**config.mk**
```make
export PLATFORM = sky130hd
export DESIGN_NAME = programCounter
export DESIGN_NICKNAME = d
export VERILOG_FILES = /design/src/ctrlPkg.sv /design/src/programCounter.sv
export SDC_FILE = /design/constraint.sdc
export NUM_CORES = 1
export LEC_CHECK = 0
export ABC_AREA = 1
export BUFFER_PORTS_ARGS = -buffer_cell sky130_fd_sc_hd__buf_2
export CAP_MARGIN = 20
export CORE_MARGIN = 1
export CORE_UTILIZATION = 54
export CTS_BUF_LIST = sky130_fd_sc_hd__clkbuf_8
export CTS_CLUSTER_DIAMETER = 40
export DETAILED_ROUTE_END_ITERATION = 8
export GPL_TIMING_DRIVEN = 0
export PLACE_DENSITY_LB_ADDON = 0.25
export SYNTH_ARGS = -nofsm -noshare
export SYNTH_HDL_FRONTEND = slang
export SYNTH_SLANG_ARGS = --single-unit
```
**constraint.sdc**
```tcl
create_clock -name CLK -period 2.1 [get_ports CLK]
set_input_delay 0.63 -clock CLK [delete_from_list [all_inputs] [get_ports CLK]]
set_output_delay 0.63 -clock CLK [all_outputs]
set_load 0.02 [all_outputs]
```
**src/ctrlPkg.sv**
```systemverilog
package ctrlPkg;

    localparam int unsigned xlen = 32;

    // Memory sizes in words
    localparam int unsigned instDepth    = 64;
    localparam int unsigned dataDepth    = 64;
    localparam int unsigned instAddrBits = $clog2(instDepth);
    localparam int unsigned dataAddrBits = $clog2(dataDepth);

    localparam logic [xlen-1:0] resetPc = 32'h0000_0000;

    // ALU operation code
    typedef logic [3:0] aluOp;

    localparam aluOp aluAnd = 4'b0000;
    localparam aluOp aluOr  = 4'b0001;
    localparam aluOp aluAdd = 4'b0010;
    localparam aluOp aluSub = 4'b0110;
    localparam aluOp aluSlt = 4'b0111;

    // Second ALU operand
    localparam logic srcReg = 1'b0;
    localparam logic srcImm = 1'b1;

    // Writeback source
    localparam logic wbAlu = 1'b0;
    localparam logic wbMem = 1'b1;

endpackage

```
**src/programCounter.sv**
```systemverilog
module programCounter (
    input  logic                     CLK,
    input  logic                     reset,
    input  logic                     branch,
    input  logic                     zero,
    input  logic [ctrlPkg::xlen-1:0] imm,
    output logic [ctrlPkg::xlen-1:0] pc
);
    import ctrlPkg::*;

    logic            taken;
    logic [xlen-1:0] nextPc;

    // beq taken when operands compare equal
    assign taken  = branch & zero;
    assign nextPc = taken ? pc + imm : pc + 32'd4; // B-immediate is already even

    always_ff @(posedge CLK) begin
        if (reset) begin
            pc <= resetPc;
        end else begin
            pc <= nextPc;
        end
    end

endmodule

```
# --- Word-level counts from Yosys, hierarchy flattened ---
# Cells that the tools add are included.
totals:
  reg_bits: 32
  latchBits: 0
  mem_bits_rw: 0
  mem_bits_ro: 0
  input_bits: 36
  output_inout_bits: 32
  wordCells: 5
  mem_count: 0
classes:
  addsub: 2
  multipliers: 0
  div_mod_pow: 0
  order_cmp: 0
  n_eq_ne: 0
  n_shift: 0
  mux: 1
  bitwise_logic: 1
  n_reduce_logical: 0
op_table:
  columns: ["cell", "count"]
  rows:
  - ["32-bit by 3-bit adder with 32-bit output (second input constant)", 1]
  - ["32-bit adder", 1]
  - ["32-bit 2-to-1 mux", 1]
  - ["1-bit AND", 1]

# --- Logic depth before layout (Yosys ltp) ---
# Gate-level depths: netlist (run 1).
logic_depth:
  word_depth: 2
  ltp_mapped: 15
  mapped_depth_nobuf: 15

# --- Worst setup path before layout (run 1) ---
# Ideal clock, no wire load.
synth_path:
  path_type: "input to register"
  start: "in imm[2] (netlist bit)"
  end: "reg pc[31] (netlist bit)"
  setup_ps: 109
  arrival_time_ps: 1939
  required_time_ps: 1991
  slack_ps: 52
  cell_stages: 13
  path_buffers: 0
  cell_sequence: "ha_1 -> or2_1 -> and2_4 -> nand2_1 -> nand2_1 -> nand2_1 -> nand2_1 -> nand2_1 -> nand2_1 -> nand2_1 -> nand3_1 -> nand2_1 -> inv_1"
synth_via:
  elab_chain_len: 2
synth_lines:
  columns: ["item", "line", "source"]
  rows:
  - ["from (decl)", "programCounter.sv:6", "input logic [ctrlPkg::xlen-1:0] imm,"]
  - ["32-bit adder", "programCounter.sv:16", "assign nextPc = taken ? pc + imm : pc + 32'd4;"]
  - ["32-bit 2-to-1 mux", "programCounter.sv:16", null]
  - ["to (signal assigned)", "programCounter.sv:20", "pc <= resetPc;"]
  - ["to (signal assigned)", "programCounter.sv:22", "pc <= nextPc;"]
  - ["to (decl)", "programCounter.sv:7", "output logic [ctrlPkg::xlen-1:0] pc"]
# Every way passes these cells.
# A chain may end at the register's enable or synchronous reset.

# --- Worst setup path in the final report (run 1) ---
layout_path:
  start: "in branch"
  end: "reg pc[4] (netlist bit)"
layout_via:
  elab_chain_len: 2
layout_lines:
  columns: ["item", "line", "source"]
  rows:
  - ["from (decl)", "programCounter.sv:4", "input logic branch,"]
  - ["1-bit AND", "programCounter.sv:15", "assign taken = branch & zero;"]
  - ["32-bit 2-to-1 mux", "programCounter.sv:16", null]
# Every way passes these cells.

==> summary.json, run 1 <==
{
  "critical_path_peak_fanout": 10,
  "syn_inst": 789,
  "syn-cell-area_um2": 4250,
  "power_frac_comb": 0.459,
  "grt_use_total": 0.363,
  "worst_slew_margin_rel": 0.474,
  "internal-power_mw": 1.35,
  "layout-area-overhead-vs-synth_pct": 22.5,
  "row_count": 31,
  "routed-via-count": 5321,
  "max-cap-violations": 0,
  "cpLargestDelayFamily": "buffers and inverters",
  "post-route-drc-count": 0,
  "worstMarginPinSlew_ns": 0.788,
  "drt-initial-drc-count": 315,
  "result_of_the_run": "completed",
  "finalWorstSetupSlack_ns": 0.0521,
  "startpoint_type": "input port",
  "synth.avg_cell_area_um2": 5.38,
  "total_switching_power_mw": 1.06,
  "maximum_number_of_pins_on_one_net_before_global_route_repair": 11,
  "clock_insertion_delay_worst_skew_ns": 0.29,
  "synth.yosys.seq_area_share": 0.151,
  "grt_pass1_vias": 4946,
  "max_freq_mhz": 488,
  "routed_via_density": 5.50,
  "cts_hold_repair.buffers": 0,
  "critical_path_cell_by_cell": "buf_2, nand2_1, inv_1, clkbuf_1, nand3_1, o311ai_0, inv_1",
  "hold_wc_path_type": "flop to flop",
  "period_minus_slack_ns": 2.05,
  "fin_crit_sh": 0.975,
  "worst_setup_path_end_kind": "flop",
  "cts_max_level": 2,
  "critPathRequiredTime_ns": 2.26,
  "antenna_found_initial": 0,
  "multi_input_comb_area_um2": 3310,
  "dominantRegCellSynth": "dfxtp_1",
  "grt_overflow_total": 0,
  "proportion_of_layout_cells_with_a_drive_suffix_above_1": 0.238,
  "cts_buffers": 5,
  "synth_enable_flop_cells": 0,
  "seq_power_share": 0.318,
  "critical_path_class": "input port to flop",
  "io_pins": 68,
  "totalWireLength_mm": 15.1,
  "synth_nets": 858,
  "timing.critical_path.buf_inv": 4,
  "route.detailed.wl_per_inst_um": 15.6,
  "ys_seq_elements": 32,
  "final.setup_skew_ns": 0.00758,
  "gp_routability_congestion": 0.942,
  "rsz0062_at_grt": "true",
  "finalSetupViolations": 0,
  "clock-sinks": 32,
  "die_h_um": 90.7,
  "critPathMaxStageDelay_ns": 0.61,
  "critPathMostFrequentCell": "inv_1",
  "cts.path.max_buffers": 2,
  "synth-warning-count": 0,
  "synth.distinct_cells": 41,
  "fillCellCount": 733,
  "rrSetupSlack_ns": 0.10,
  "cell_pwr_density_nw_per_um2": 463,
  "worst-endpoint-arrival_ns": 2.21,
  "largest_register_ffs": 32,
  "final_nets": 938,
  "async_flop_share": 0,
  "power_switching_share": 0.439,
  "regArea_um2": 672,
  "report.final.slew_viol_count": 0,
  "global_route_wire_length_before_repair_mm": 23.4,
  "core_region_area_um2": 7410,
  "top_register": "pc",
  "fp.dieW_um": 90.7,
  "drt_first_pass_iters": 6,
  "place_ws_ns": -0.580,
  "insertedDiodeCount": 0,
  "design.die.area_um2": 8220,
  "vdd_ir_drop_max_uv": 389,
  "clock_root_buffer": "clkbuf_8",
  "leakagePower_nw": 2.83,
  "clockPowerShare": 0.223,
  "place.detailed.hpwl_mm": 11.9,
  "largestRegisters": "pc x32",
  "detail-route-antenna-nets": 0,
  "setup_total_negative_slack_ns": 0,
  "final_hold_viol_count": 0,
  "tritoncts": "done",
  "initial_core_util": 0.573,
  "cp_slowest_cell": "clkbuf_1",
  "clkSlewWorstSetupHoldPaths_ns": 0.07,
  "numPortBuffers": 67
}
==> through the flow <==
| step | utilization | instance area [um^2] | hold WS, ns | cells | total power [mW] |
|---|---|---|---|---|---|
| after floorplan | - | 4250 | 0.575 | 789 | 1.41 |
| after global placement | 0.635 | 4710 | 0.494 | 955 | 1.69 |
| after detailed placement | 0.635 | 4710 | 0.531 | 955 | 1.71 |
| after CTS | 0.660 | 4890 | 0.566 | 965 | 2.27 |
| after global routing | 0.702 | 5200 | 0.582 | 968 | 2.55 |
| final | 0.702 | 5200 | 0.535 | 968 | 2.41 |
==> power groups by stage <==
| stage | Combinational (mW) | Clock, mW | Sequential (mW) |
|---|---|---|---|
| 2_1_floorplan | 0.625 | 0 | 0.788 |
| 5_1_grt | 1.23 | 0.559 | 0.770 |
| 6_report | 1.11 | 0.538 | 0.767 |
| 4_1_cts | 0.982 | 0.535 | 0.751 |
| 3_5_place_dp | 0.951 | 0 | 0.762 |
| 3_3_place_gp | 0.930 | 0 | 0.758 |
==> cell type report <==
cell class	count	area share
multi-input combinational	600	0.637
sequential	32	0.129
inverter	149	0.107
timing repair buffer	73	0.0743
tap	99	0.0238
clock buffer	7	0.0185
buffer	8	0.00986
==> worst min-delay path: cells and delay by family, from the launching register on <==
family / cells / cell delay, ns
flip-flops: 1 / 0.35
AND/OR/NAND/NOR: 2 / 0.15
==> cells in the mapped netlist, types with 2 or more instances <==
master,count,area [um^2]
xnor2_1,3,26.3
inv_1,146,548
nand3_1,55,275
or2_2,5,31.3
a31oi_1,4,25.0
nor2_1,79,297
nor3_1,15,75.1
nor3_2,3,30.0
clkbuf_1,4,15.0
nand2_1,282,1060
inv_2,2,7.51
nand4_1,12,75.1
nand2_2,4,25.0
xor2_1,13,114
or2_0,3,18.8
o21bai_1,4,30.0
nor2_2,5,31.3
dfxtp_1,32,641
a21oi_1,41,205
o21ai_0,20,100
ha_1,32,400
nor4_1,3,18.8
nand3b_1,3,22.5
nand3_2,2,20.0
==> final timing paths <==
| kind | startpoint | endpoint | cells past startpoint |
|---|---|---|---|
| hold reg to reg | pc[0] | pc[0] | 2 |
| setup reg to reg | pc[23] | pc[28] | 12 |
| setup / recovery | branch | pc[4] | 7 |
| hold / removal | pc[0] | pc[0] | 2 |
==> routing by layer <==
metal  vias to the layer above  GRT usage  part of all wire
met2                       237      0.583              0.43
met5                         -          0                 0
met1                      2421      0.482              0.44
li1                       2620          -                 -
met3                        43     0.0421             0.084
met4                         0      0.167             0.038
==> logic make-up (layout without fill, tap and decap cells) <==
kind of cell / after synthesis / after routing / synth area share
AOI/OAI and AO/OA: 75 / 75 / 0.0964
xor gates and xnor gates: 17 / 17 / 0.0368
adders and majority gates: 33 / 33 / 0.0990
buffers and inverters: 157 / 237 / 0.143
DFF: 32 / 32 / 0.151
and+or+nand+nor: 475 / 475 / 0.473
==> timing repair <==
action	CTS	global route
cloned	0	0
resized for setup	20	94
setup buffers	3	3
setup endpoints to repair	15	21
pin swaps	5	19
==> cell usage in the layout, fill, tap and decap left out, types with 3 or more instances in the layout <==
cell type,synthesis,final
or2_0,3,3
ha_4,0,5
nand3b_1,3,3
ha_1,32,16
inv_2,2,3
nor2_2,5,15
a21oi_2,1,12
clkbuf_1,4,3
nor2_4,1,5
xnor2_1,3,3
nor3_2,3,3
nand3_1,55,44
dfxtp_2,0,19
nand4_1,12,12
nand2_1,282,262
nand2_2,4,22
buf_2,1,67
o21ai_0,20,18
a31oi_1,4,4
inv_1,146,145
o21bai_1,4,3
ha_2,0,11
nor3_1,15,15
clkbuf_8,1,8
nand3_2,2,13
a21oi_1,41,30
dfxtp_1,32,11
or2_2,5,5
buf_4,1,7
xor2_1,13,13
nor2_1,79,65
(Power assumes the default switching activity.)
==> run 2: changes to the inputs <==
ABC_AREA = unset   (was 1)
CORE_UTILIZATION = 53   (was 54)
==> run 2 against run 1 <==
- final cell count fell by 33%
- the run now ends with design-rule violations, negative setup slack left
- highest routed layer unchanged
- sequential share of layout area rose by 0.18 points
- via count fell by 21%
- routed wire length shrank 15%
- clock skew decreased by 0.0019 ns
- setup slack worse by 0.49 ns
- clock-buffer cell count is 2 lower
- critical endpoint is now pc[28]
==> summary.json, run 2 <==
{
  "fin_crit_sh": {"value": 1.21, "change": "+0.234"},
  "cts.path.max_buffers": {"value": 2, "change": "unchanged"},
  "synth.distinct_cells": {"value": 69, "change": "+68%"},
  "synth_largest_type_area_fraction": {"value": 0.180, "change": "-0.0697"},
  "critical_path_peak_fanout": {"value": 3, "change": "-7"},
  "reg2reg_depth": {"value": 10, "change": "-2"},
  "grt_overflow_total": {"value": 0, "change": "unchanged"},
  "cts_buffers": {"value": 5, "change": "unchanged"},
  "fin_util": {"value": 0.784, "change": "+0.0819"},
  "layout-area-overhead-vs-synth_pct": 41.2,
  "max_freq": {"value": 394, "unit": "MHz", "change": "-19%"},
  "top_register": "pc",
  "startpoint_type": "input port",
  "whs_endpoint": "pc[0]",
  "yosys.cell_count.top_type": "nand2_1",
  "rrSetupSlack": {"value": -0.39, "unit": "ns", "change": "-0.49 ns"},
  "clkSlewWorstSetupHoldPaths": {"value": 0.08, "unit": "ns", "change": "about the same"},
  "clock_root_buffer": "clkbuf_8",
  "async_flop_share": {"value": 0, "change": "unchanged"},
  "result_of_the_run": "complete, but fails checks",
  "rsz0062_at_grt": "true",
  "cts_hold_repair.buffers": {"value": 0, "change": "unchanged"},
  "leakagePower": {"value": 2.02, "unit": "nW", "change": "-29%"},
  "place_ws": {"value": -0.763, "unit": "ns", "change": "-0.184 ns"},
  "worstMarginPinSlew": {"value": 0.750, "unit": "ns", "change": "-0.0386 ns"},
  "min-delay-start": "pc[0]",
  "clock_insertion_delay_worst_skew": {"value": 0.29, "unit": "ns", "change": "about the same"},
  "syn_inst": {"value": 465, "change": "-41%"},
  "largestRegisters": "pc x32",
  "ys_seq_elements": {"value": 32, "change": "unchanged"},
  "maximum_number_of_pins_on_one_net_before_global_route_repair": {"value": 11, "change": "unchanged"},
  "synth.avg_cell_area": {"value": 7.67, "unit": "um^2", "change": "+43%"},
  "layout.cells.most_common": "buf_2",
  "fillCellCount": {"value": 424, "change": "-42%"},
  "place.detailed.hpwl": {"value": 8.44, "unit": "mm", "change": "-29%"},
  "worst-endpoint-arrival": {"value": 2.75, "unit": "ns", "change": "+0.54 ns"},
  "drt_first_pass_iters": {"value": 7, "change": "+1"},
  "global_route_wire_length_before_repair": {"value": 19.3, "unit": "mm", "change": "-18%"},
  "worst_setup_path_end_kind": "flop",
  "critical_path_class": "input port to flop",
  "dominantRegCellSynth": "dfxtp_1",
  "timing.rr.start": "pc[1]",
  "initial_core_util": {"value": 0.555, "change": "-0.0178"},
  "setup_total_negative_slack": {"value": -4.47, "unit": "ns", "change": "-4.47 ns"},
  "route.detailed.wl_per_inst": {"value": 19.9, "unit": "um", "change": "+28%"},
  "insertedDiodeCount": {"value": 0, "change": "unchanged"},
  "routed-via-count": {"value": 4180, "change": "-21%"},
  "synth_nets": {"value": 534, "change": "-38%"},
  "regArea": {"value": 659, "unit": "um^2", "change": "-1.9%"},
  "multi_input_comb_area": {"value": 3430, "unit": "um^2", "change": "+3.4%"},
  "io_pins": {"value": 68, "change": "unchanged"},
  "final.setup_skew": {"value": 0.00564, "unit": "ns", "change": "-0.00195 ns"},
  "numPortBuffers": {"value": 67, "change": "unchanged"},
  "routed_via_density": {"value": 6.48, "change": "+18%"},
  "critPathRequiredTime": {"value": 2.31, "unit": "ns", "change": "+0.05 ns"},
  "hold_wc_path_type": "flop to flop",
  "final_nets": {"value": 637, "change": "-32%"},
  "cell_pwr_density": {"value": 523, "unit": "nW/um^2", "change": "+13%"},
  "die_h": {"value": 84.0, "unit": "um", "change": "-7.3%"},
  "drt-initial-drc-count": {"value": 332, "change": "+5.4%"},
  "largest_register_ffs": {"value": 32, "change": "unchanged"},
  "detail-route-antenna-nets": {"value": 0, "change": "unchanged"},
  "grt_pass1_vias": {"value": 3912, "change": "-21%"},
  "final_hold_viol_count": {"value": 0, "change": "unchanged"},
  "post-route-drc-count": {"value": 12, "change": "+12"},
  "crit-reg2reg-capture": "pc[28]",
  "most-common-layout-cells": "buf_2, nor2_1, nand2_1, buf_4, xnor2_1",
  "period_minus_slack": {"value": 2.54, "unit": "ns", "change": "+0.491 ns"},
  "totalWireLength": {"value": 12.8, "unit": "mm", "change": "-15%"},
  "synth_enable_flop_cells": {"value": 0, "change": "unchanged"},
  "finalWorstSetupSlack": {"value": -0.439, "unit": "ns", "change": "-0.491 ns"},
  "finalSetupViolations": {"value": 19, "change": "+19"},
  "row_count": {"value": 29, "change": "-6.5%"},
  "grt_use_total": {"value": 0.343, "change": "-0.0203"},
  "fp.dieW": {"value": 84.0, "unit": "um", "change": "-7.3%"},
  "antenna_found_initial": {"value": 0, "change": "unchanged"},
  "hold_path_stages": {"value": 2, "change": "unchanged"},
  "vdd_ir_drop_max": {"value": 366, "unit": "uV", "change": "-5.9%"},
  "synth_top_cell_by_area": "dfxtp_1",
  "clock-sinks": {"value": 32, "change": "unchanged"},
  "design.die.area": {"value": 7060, "unit": "um^2", "change": "-14%"},
  "failed_checks": "design-rule violations, negative setup slack",
  "final.hold.worst_slack": {"value": 0.508, "unit": "ns", "change": "-0.0271 ns"},
  "worst_slew_margin_rel": {"value": 0.500, "change": "+0.0257"},
  "synth_area_leaders": "dfxtp_1, ha_1, xnor2_1, a21oi_1, xor2_1",
  "core_region_area": {"value": 6420, "unit": "um^2", "change": "-13%"},
  "cts_max_level": {"value": 2, "change": "unchanged"},
  "synth-warning-count": {"value": 0, "change": "unchanged"},
  "tritoncts": "done",
  "syn-cell-area": {"value": 3570, "unit": "um^2", "change": "-16%"},
  "gp_routability_congestion": {"value": 0.952, "change": "+1.0%"},
  "max-cap-violations": {"value": 0, "change": "unchanged"},
  "synth.yosys.seq_area_share": {"value": 0.180, "change": "+0.0287"},
  "list_of_most_frequent_post_synthesis_cells": "nand2_1, a21oi_1, nor2_1",
  "report.final.slew_viol_count": {"value": 0, "change": "unchanged"},
  "proportion_of_layout_cells_with_a_drive_suffix_above_1": {"value": 0.414, "change": "+0.176"}
}
[run 2: changes by cell type after synthesis, moves of 16 or more]
cell,previous run,this run
xnor2_1,3,25
nand2_1,282,42
inv_1,146,14
a211oi_1,0,16
nand3_1,55,15
nor2_1,79,38
[run 2: timing repair]
item                       4_1_cts  5_1_grt
pin swaps                       42       28
setup endpoints to repair       22       32
buffers inserted                26       10
gates resized for setup         54       56
[run 2: worst max path at each step]
stage,from,end,slack (ns)
floorplan,imm[0],pc[26],-0.41
global placement,imm[0],pc[18],-0.77
detailed placement,imm[0],pc[26],-0.76
CTS,pc[17],pc[26],-0.36
global route,imm[0],pc[28],-0.52
finish,imm[0],pc[28],-0.44
[run 2: area by class of cell]
class / count / area share
clock buffers: 5 / 0.0137
well taps: 77 / 0.0191
inverters: 14 / 0.0104
flip-flops and latches: 32 / 0.131
clock inverters: 2 / 0.00174
plain buffers: 19 / 0.0204
multi-input cells: 395 / 0.680
repair buffers: 101 / 0.124
[run 2: per-stage QoR]
step | cells | instance area, um^2 | total power [mW]
after global placement | 609 | 4280 | 1.81
final | 645 | 5040 | 2.63
after detailed placement | 609 | 4280 | 1.83
after CTS | 638 | 4770 | 2.46
after floorplan | 465 | 3850 | 1.55
after global routing | 645 | 5040 | 2.75
[run 2: where the power goes]
group | internal (mW) | switching [mW] | leakage [nW]
logic | 0.612 | 0.776 | 1.71
registers | 0.665 | 0.101 | 0.268
clock network | 0.221 | 0.261 | 0.0452
total | 1.50 | 1.14 | 2.02
[run 2: critical path, cell delays in order]
cell and delay [ns]:
buf_6 0.07, ha_4 0.14, inv_2 0.04, fa_2 0.33, and2b_2 0.26, o2111ai_4 0.17, buf_4 0.17, nand3_2 0.09
nand4b_1 0.24, nand2_2 0.18, mux2_4 0.31, nor4_2 0.11
[run 2: logic make-up after synthesis]
group / after synthesis / share of synthesized area
adder cells (fa/ha/maj): 33 / 0.118
AO/OA/AOI/OAI: 141 / 0.268
XOR/XNOR: 48 / 0.120
flip-flops: 32 / 0.180
buffers and inverters: 38 / 0.0477
multiplexers: 5 / 0.0158
AND/OR/NAND/NOR: 168 / 0.251
[run 2: metal layers]
| metal | share of wire | routed length (um) | global-route usage |
|---|---|---|---|
| met1 | 0.41 | 5260 | 0.433 |
| met2 | 0.49 | 6230 | 0.592 |
| met3 | 0.069 | 884 | 0.0386 |
| met4 | 0.036 | 463 | 0.133 |
| met5 | 0 | 0 | 0 |
==> run 3: changes to the inputs <==
CELL_PAD_IN_SITES_DETAIL_PLACEMENT = 0   (was unset)
CELL_PAD_IN_SITES_GLOBAL_PLACEMENT = 1   (was unset)
CORE_UTILIZATION = 37   (was 53)
CTS_BUF_LIST = unset   (was sky130_fd_sc_hd__clkbuf_8)
==> run 3 against run 2 <==
- the flow finishes with violations (negative setup slack)
- clock skew up 0.00064 ns
- first-iteration DRC count down 57%
- final cell count up 5.6%
- combinational power down 16%
- largest cell class unchanged
- highest routed layer unchanged
==> summary.json, run 3 (synthesized netlist as in run 2, its figures left out) <==
{
  "drt-initial-drc-count": {"value": 144, "change": "-57%"},
  "proportion_of_layout_cells_with_a_drive_suffix_above_1": {"value": 0.333, "change": "-0.0804"},
  "reg2reg_depth": {"value": 11, "change": "+1"},
  "dr_wl_met2": {"value": 5.42, "unit": "mm", "change": "-13%"},
  "final_hold_viol_count": {"value": 0, "change": "unchanged"},
  "result_of_the_run": "complete, but fails checks",
  "gp_routability_congestion": {"value": 0.908, "change": "-4.6%"},
  "layout-area-overhead-vs-synth_pct": 33.8,
  "drt_first_pass_iters": {"value": 4, "change": "-3"},
  "failed_checks": "negative setup slack",
  "maxUsedRoutingLayer": "met4",
  "grt_use_total": {"value": 0.235, "change": "-0.107"},
  "report.final.slew_viol_count": {"value": 0, "change": "unchanged"},
  "critical_path.startpoint": "imm[0]",
  "critical_path_class": "input port to flop",
  "layout.cells.most_common": "buf_2",
  "max-cap-violations": {"value": 0, "change": "unchanged"},
  "cp_slowest_cell": "fa_2",
  "detail-route-antenna-nets": {"value": 0, "change": "unchanged"},
  "grt_pass1_vias": {"value": 3623, "change": "-7.4%"},
  "placed_area": {"value": 4350, "unit": "um^2", "change": "+1.5%"},
  "met3RoutedLength": {"value": 619, "unit": "um", "change": "-30%"},
  "tritoncts": "done",
  "final_nets": {"value": 620, "change": "-2.7%"},
  "leakagePower": {"value": 1.92, "unit": "nW", "change": "-4.8%"},
  "critPathMostFrequentCell": "buf_6",
  "top_register": "pc",
  "met1_length": {"value": 5.35, "unit": "mm", "change": "+1.6%"},
  "design.die.area": {"value": 10000, "unit": "um^2", "change": "+42%"},
  "maximum_number_of_pins_on_one_net_before_global_route_repair": {"value": 13, "change": "+2"},
  "clock_root_buffer": "clkbuf_8",
  "initial_core_util": {"value": 0.384, "change": "-0.171"},
  "internal-power": {"value": 1.40, "unit": "mW", "change": "-6.7%"},
  "worst_slew_margin_rel": {"value": 0.559, "change": "+0.0586"},
  "clkSlewWorstSetupHoldPaths": {"value": 0.08, "unit": "ns", "change": "about the same"},
  "fin_crit_sh": {"value": 1.20, "change": "-0.00415"},
  "clockPowerShare": {"value": 0.212, "change": "+0.029"},
  "hold_wc_path_type": "flop to flop",
  "min-delay-start": "pc[1]",
  "seq_power_share": {"value": 0.311, "change": "+0.021"},
  "largest_register_ffs": {"value": 32, "change": "unchanged"},
  "final_design_area_no_fill": {"value": 4770, "unit": "um^2", "change": "-5.2%"},
  "grt_overflow_total": {"value": 0, "change": "unchanged"},
  "io_pins": {"value": 68, "change": "unchanged"},
  "worst-endpoint-arrival": {"value": 2.74, "unit": "ns", "change": "about the same"},
  "totalWireLength": {"value": 11.6, "unit": "mm", "change": "-9.6%"},
  "cts_max_level": {"value": 2, "change": "unchanged"},
  "timing.rr.start": "pc[0]",
  "clock_insertion_delay_worst_skew": {"value": 0.30, "unit": "ns", "change": "about the same"},
  "critical_path_peak_fanout": {"value": 2, "change": "-1"},
  "fin_util": {"value": 0.514, "change": "-0.270"},
  "finalSetupViolations": {"value": 22, "change": "+3"},
  "hold_path_stages": {"value": 2, "change": "unchanged"},
  "insertedDiodeCount": {"value": 0, "change": "unchanged"},
  "cts_buffers": {"value": 5, "change": "unchanged"},
  "vdd_ir_drop_max": {"value": 246, "unit": "uV", "change": "-33%"},
  "max_freq": {"value": 395, "unit": "MHz", "change": "+0.34%"},
  "largestRegisters": "pc x32",
  "power_frac_comb": {"value": 0.477, "change": "-0.050"},
  "critPathMaxStageDelay": {"value": 0.33, "unit": "ns", "change": "about the same"},
  "crit-reg2reg-capture": "pc[28]",
  "total_switching_power": {"value": 1.06, "unit": "mW", "change": "-6.7%"},
  "antenna_found_initial": {"value": 0, "change": "unchanged"},
  "numPortBuffers": {"value": 67, "change": "unchanged"},
  "global_route_wire_length_before_repair": {"value": 18.5, "unit": "mm", "change": "-4.1%"},
  "power_switching_share": {"value": 0.431, "change": "about the same"},
  "rsz0062_at_grt": "true",
  "routed_via_density": {"value": 5.61, "change": "-13%"},
  "route.detailed.wl_per_inst": {"value": 17.0, "unit": "um", "change": "-14%"},
  "finalWorstSetupSlack": {"value": -0.430, "unit": "ns", "change": "+0.00872 ns"},
  "whs_endpoint": "pc[1]",
  "critical_path_cell_by_cell": "buf_6, ha_4, inv_2, fa_2, and2b_2, o2111ai_4, buf_6, nand3_4, nand4b_1, nand2_2, mux2_4, nor4_2",
  "fp.dieW": {"value": 100, "unit": "um", "change": "+19%"},
  "post-route-drc-count": {"value": 0, "change": "-12"},
  "worstMarginPinSlew": {"value": 0.662, "unit": "ns", "change": "-0.0878 ns"},
  "critPathRequiredTime": {"value": 2.31, "unit": "ns", "change": "about the same"},
  "place.detailed.hpwl": {"value": 8.73, "unit": "mm", "change": "+3.4%"},
  "routed-via-count": {"value": 3822, "change": "-8.6%"},
  "core_region_area": {"value": 9280, "unit": "um^2", "change": "+45%"},
  "cell_pwr_density": {"value": 515, "unit": "nW/um^2", "change": "-1.6%"},
  "startpoint_type": "input port",
  "most-common-layout-cells": "buf_2, nand2_1, nor2_1",
  "row_count": {"value": 35, "change": "+21%"},
  "period_minus_slack": {"value": 2.53, "unit": "ns", "change": "-0.00872 ns"},
  "final.setup_skew": {"value": 0.00628, "unit": "ns", "change": "+0.000639 ns"},
  "worst_setup_path_end_kind": "flop",
  "clock-sinks": {"value": 32, "change": "unchanged"},
  "cts.path.max_buffers": {"value": 2, "change": "unchanged"},
  "die_h": {"value": 100, "unit": "um", "change": "+19%"},
  "rrSetupSlack": {"value": -0.40, "unit": "ns", "change": "about the same"}
}
==> run 3: layout make-up <==
| class | count | area [um^2] |
|---|---|---|
| Fill cell | 942 | 4510 |
| Multi-Input combinational cell | 395 | 3230 |
| Sequential cell | 32 | 648 |
| Timing Repair Buffer | 79 | 443 |
| Tap cell | 129 | 161 |
| Buffer | 24 | 146 |
| Clock buffer | 5 | 68.8 |
| Inverter | 14 | 52.6 |
| Clock inverter | 3 | 23.8 |
==> run 3: power groups by stage <==
stage / combinational [mW] / sequential [mW] / clock [mW]
after CTS: 1.12 / 0.761 / 0.531
final: 1.17 / 0.764 / 0.520
after floorplan: 0.729 / 0.818 / 0
after global placement: 1.06 / 0.773 / 0
after global routing: 1.28 / 0.776 / 0.556
after detailed placement: 1.06 / 0.775 / 0
==> run 3: repair_timing <==
action | CTS | global route
pin swaps | 19 | 11
setup endpoints to repair | 23 | 24
gates resized for setup | 29 | 26
setup buffers | 10 | 2
hold buffers | 0 | 0
==> run 3: metrics by stage <==
stage / setup slack [ns] / total power [mW] / hold WS, ns / instances / setup TNS [ns]
5_1_grt: -0.506 / 2.61 / 0.627 / 681 / -7.16
4_1_cts: -0.391 / 2.41 / 0.572 / 679 / -4.77
3_5_place_dp: -0.851 / 1.84 / 0.503 / 661 / -13.57
2_1_floorplan: -0.413 / 1.55 / 0.572 / 465 / -2.85
3_3_place_gp: -0.838 / 1.83 / 0.494 / 661 / -13.11
6_report: -0.430 / 2.46 / 0.562 / 681 / -5.27
==> run 3: how the worst max path moves through the flow <==
stage	endpoint	slack (ns)	depth (start not counted)
2_1_floorplan	pc[26]	-0.41	10
3_3_place_gp	pc[26]	-0.84	11
3_5_place_dp	pc[26]	-0.85	11
4_1_cts	pc[26]	-0.39	11
5_1_grt	pc[26]	-0.51	11
6_report	pc[28]	-0.43	12
==> run 3: critical path: cells and delay by family <==
family | cells | cell delay [ns]
AOI/OAI and AO/OA | 1 | 0.17
muxes | 1 | 0.32
adders and majority gates | 2 | 0.45
and+or+nand+nor | 5 | 0.90
buffers and inverters | 3 | 0.27
==> run 3: layer usage <==
layer,vias up,GRT usage
met5,-,0
met3,18,0.0292
li1,1890,-
met1,1795,0.317
met4,0,0.0769
met2,119,0.388
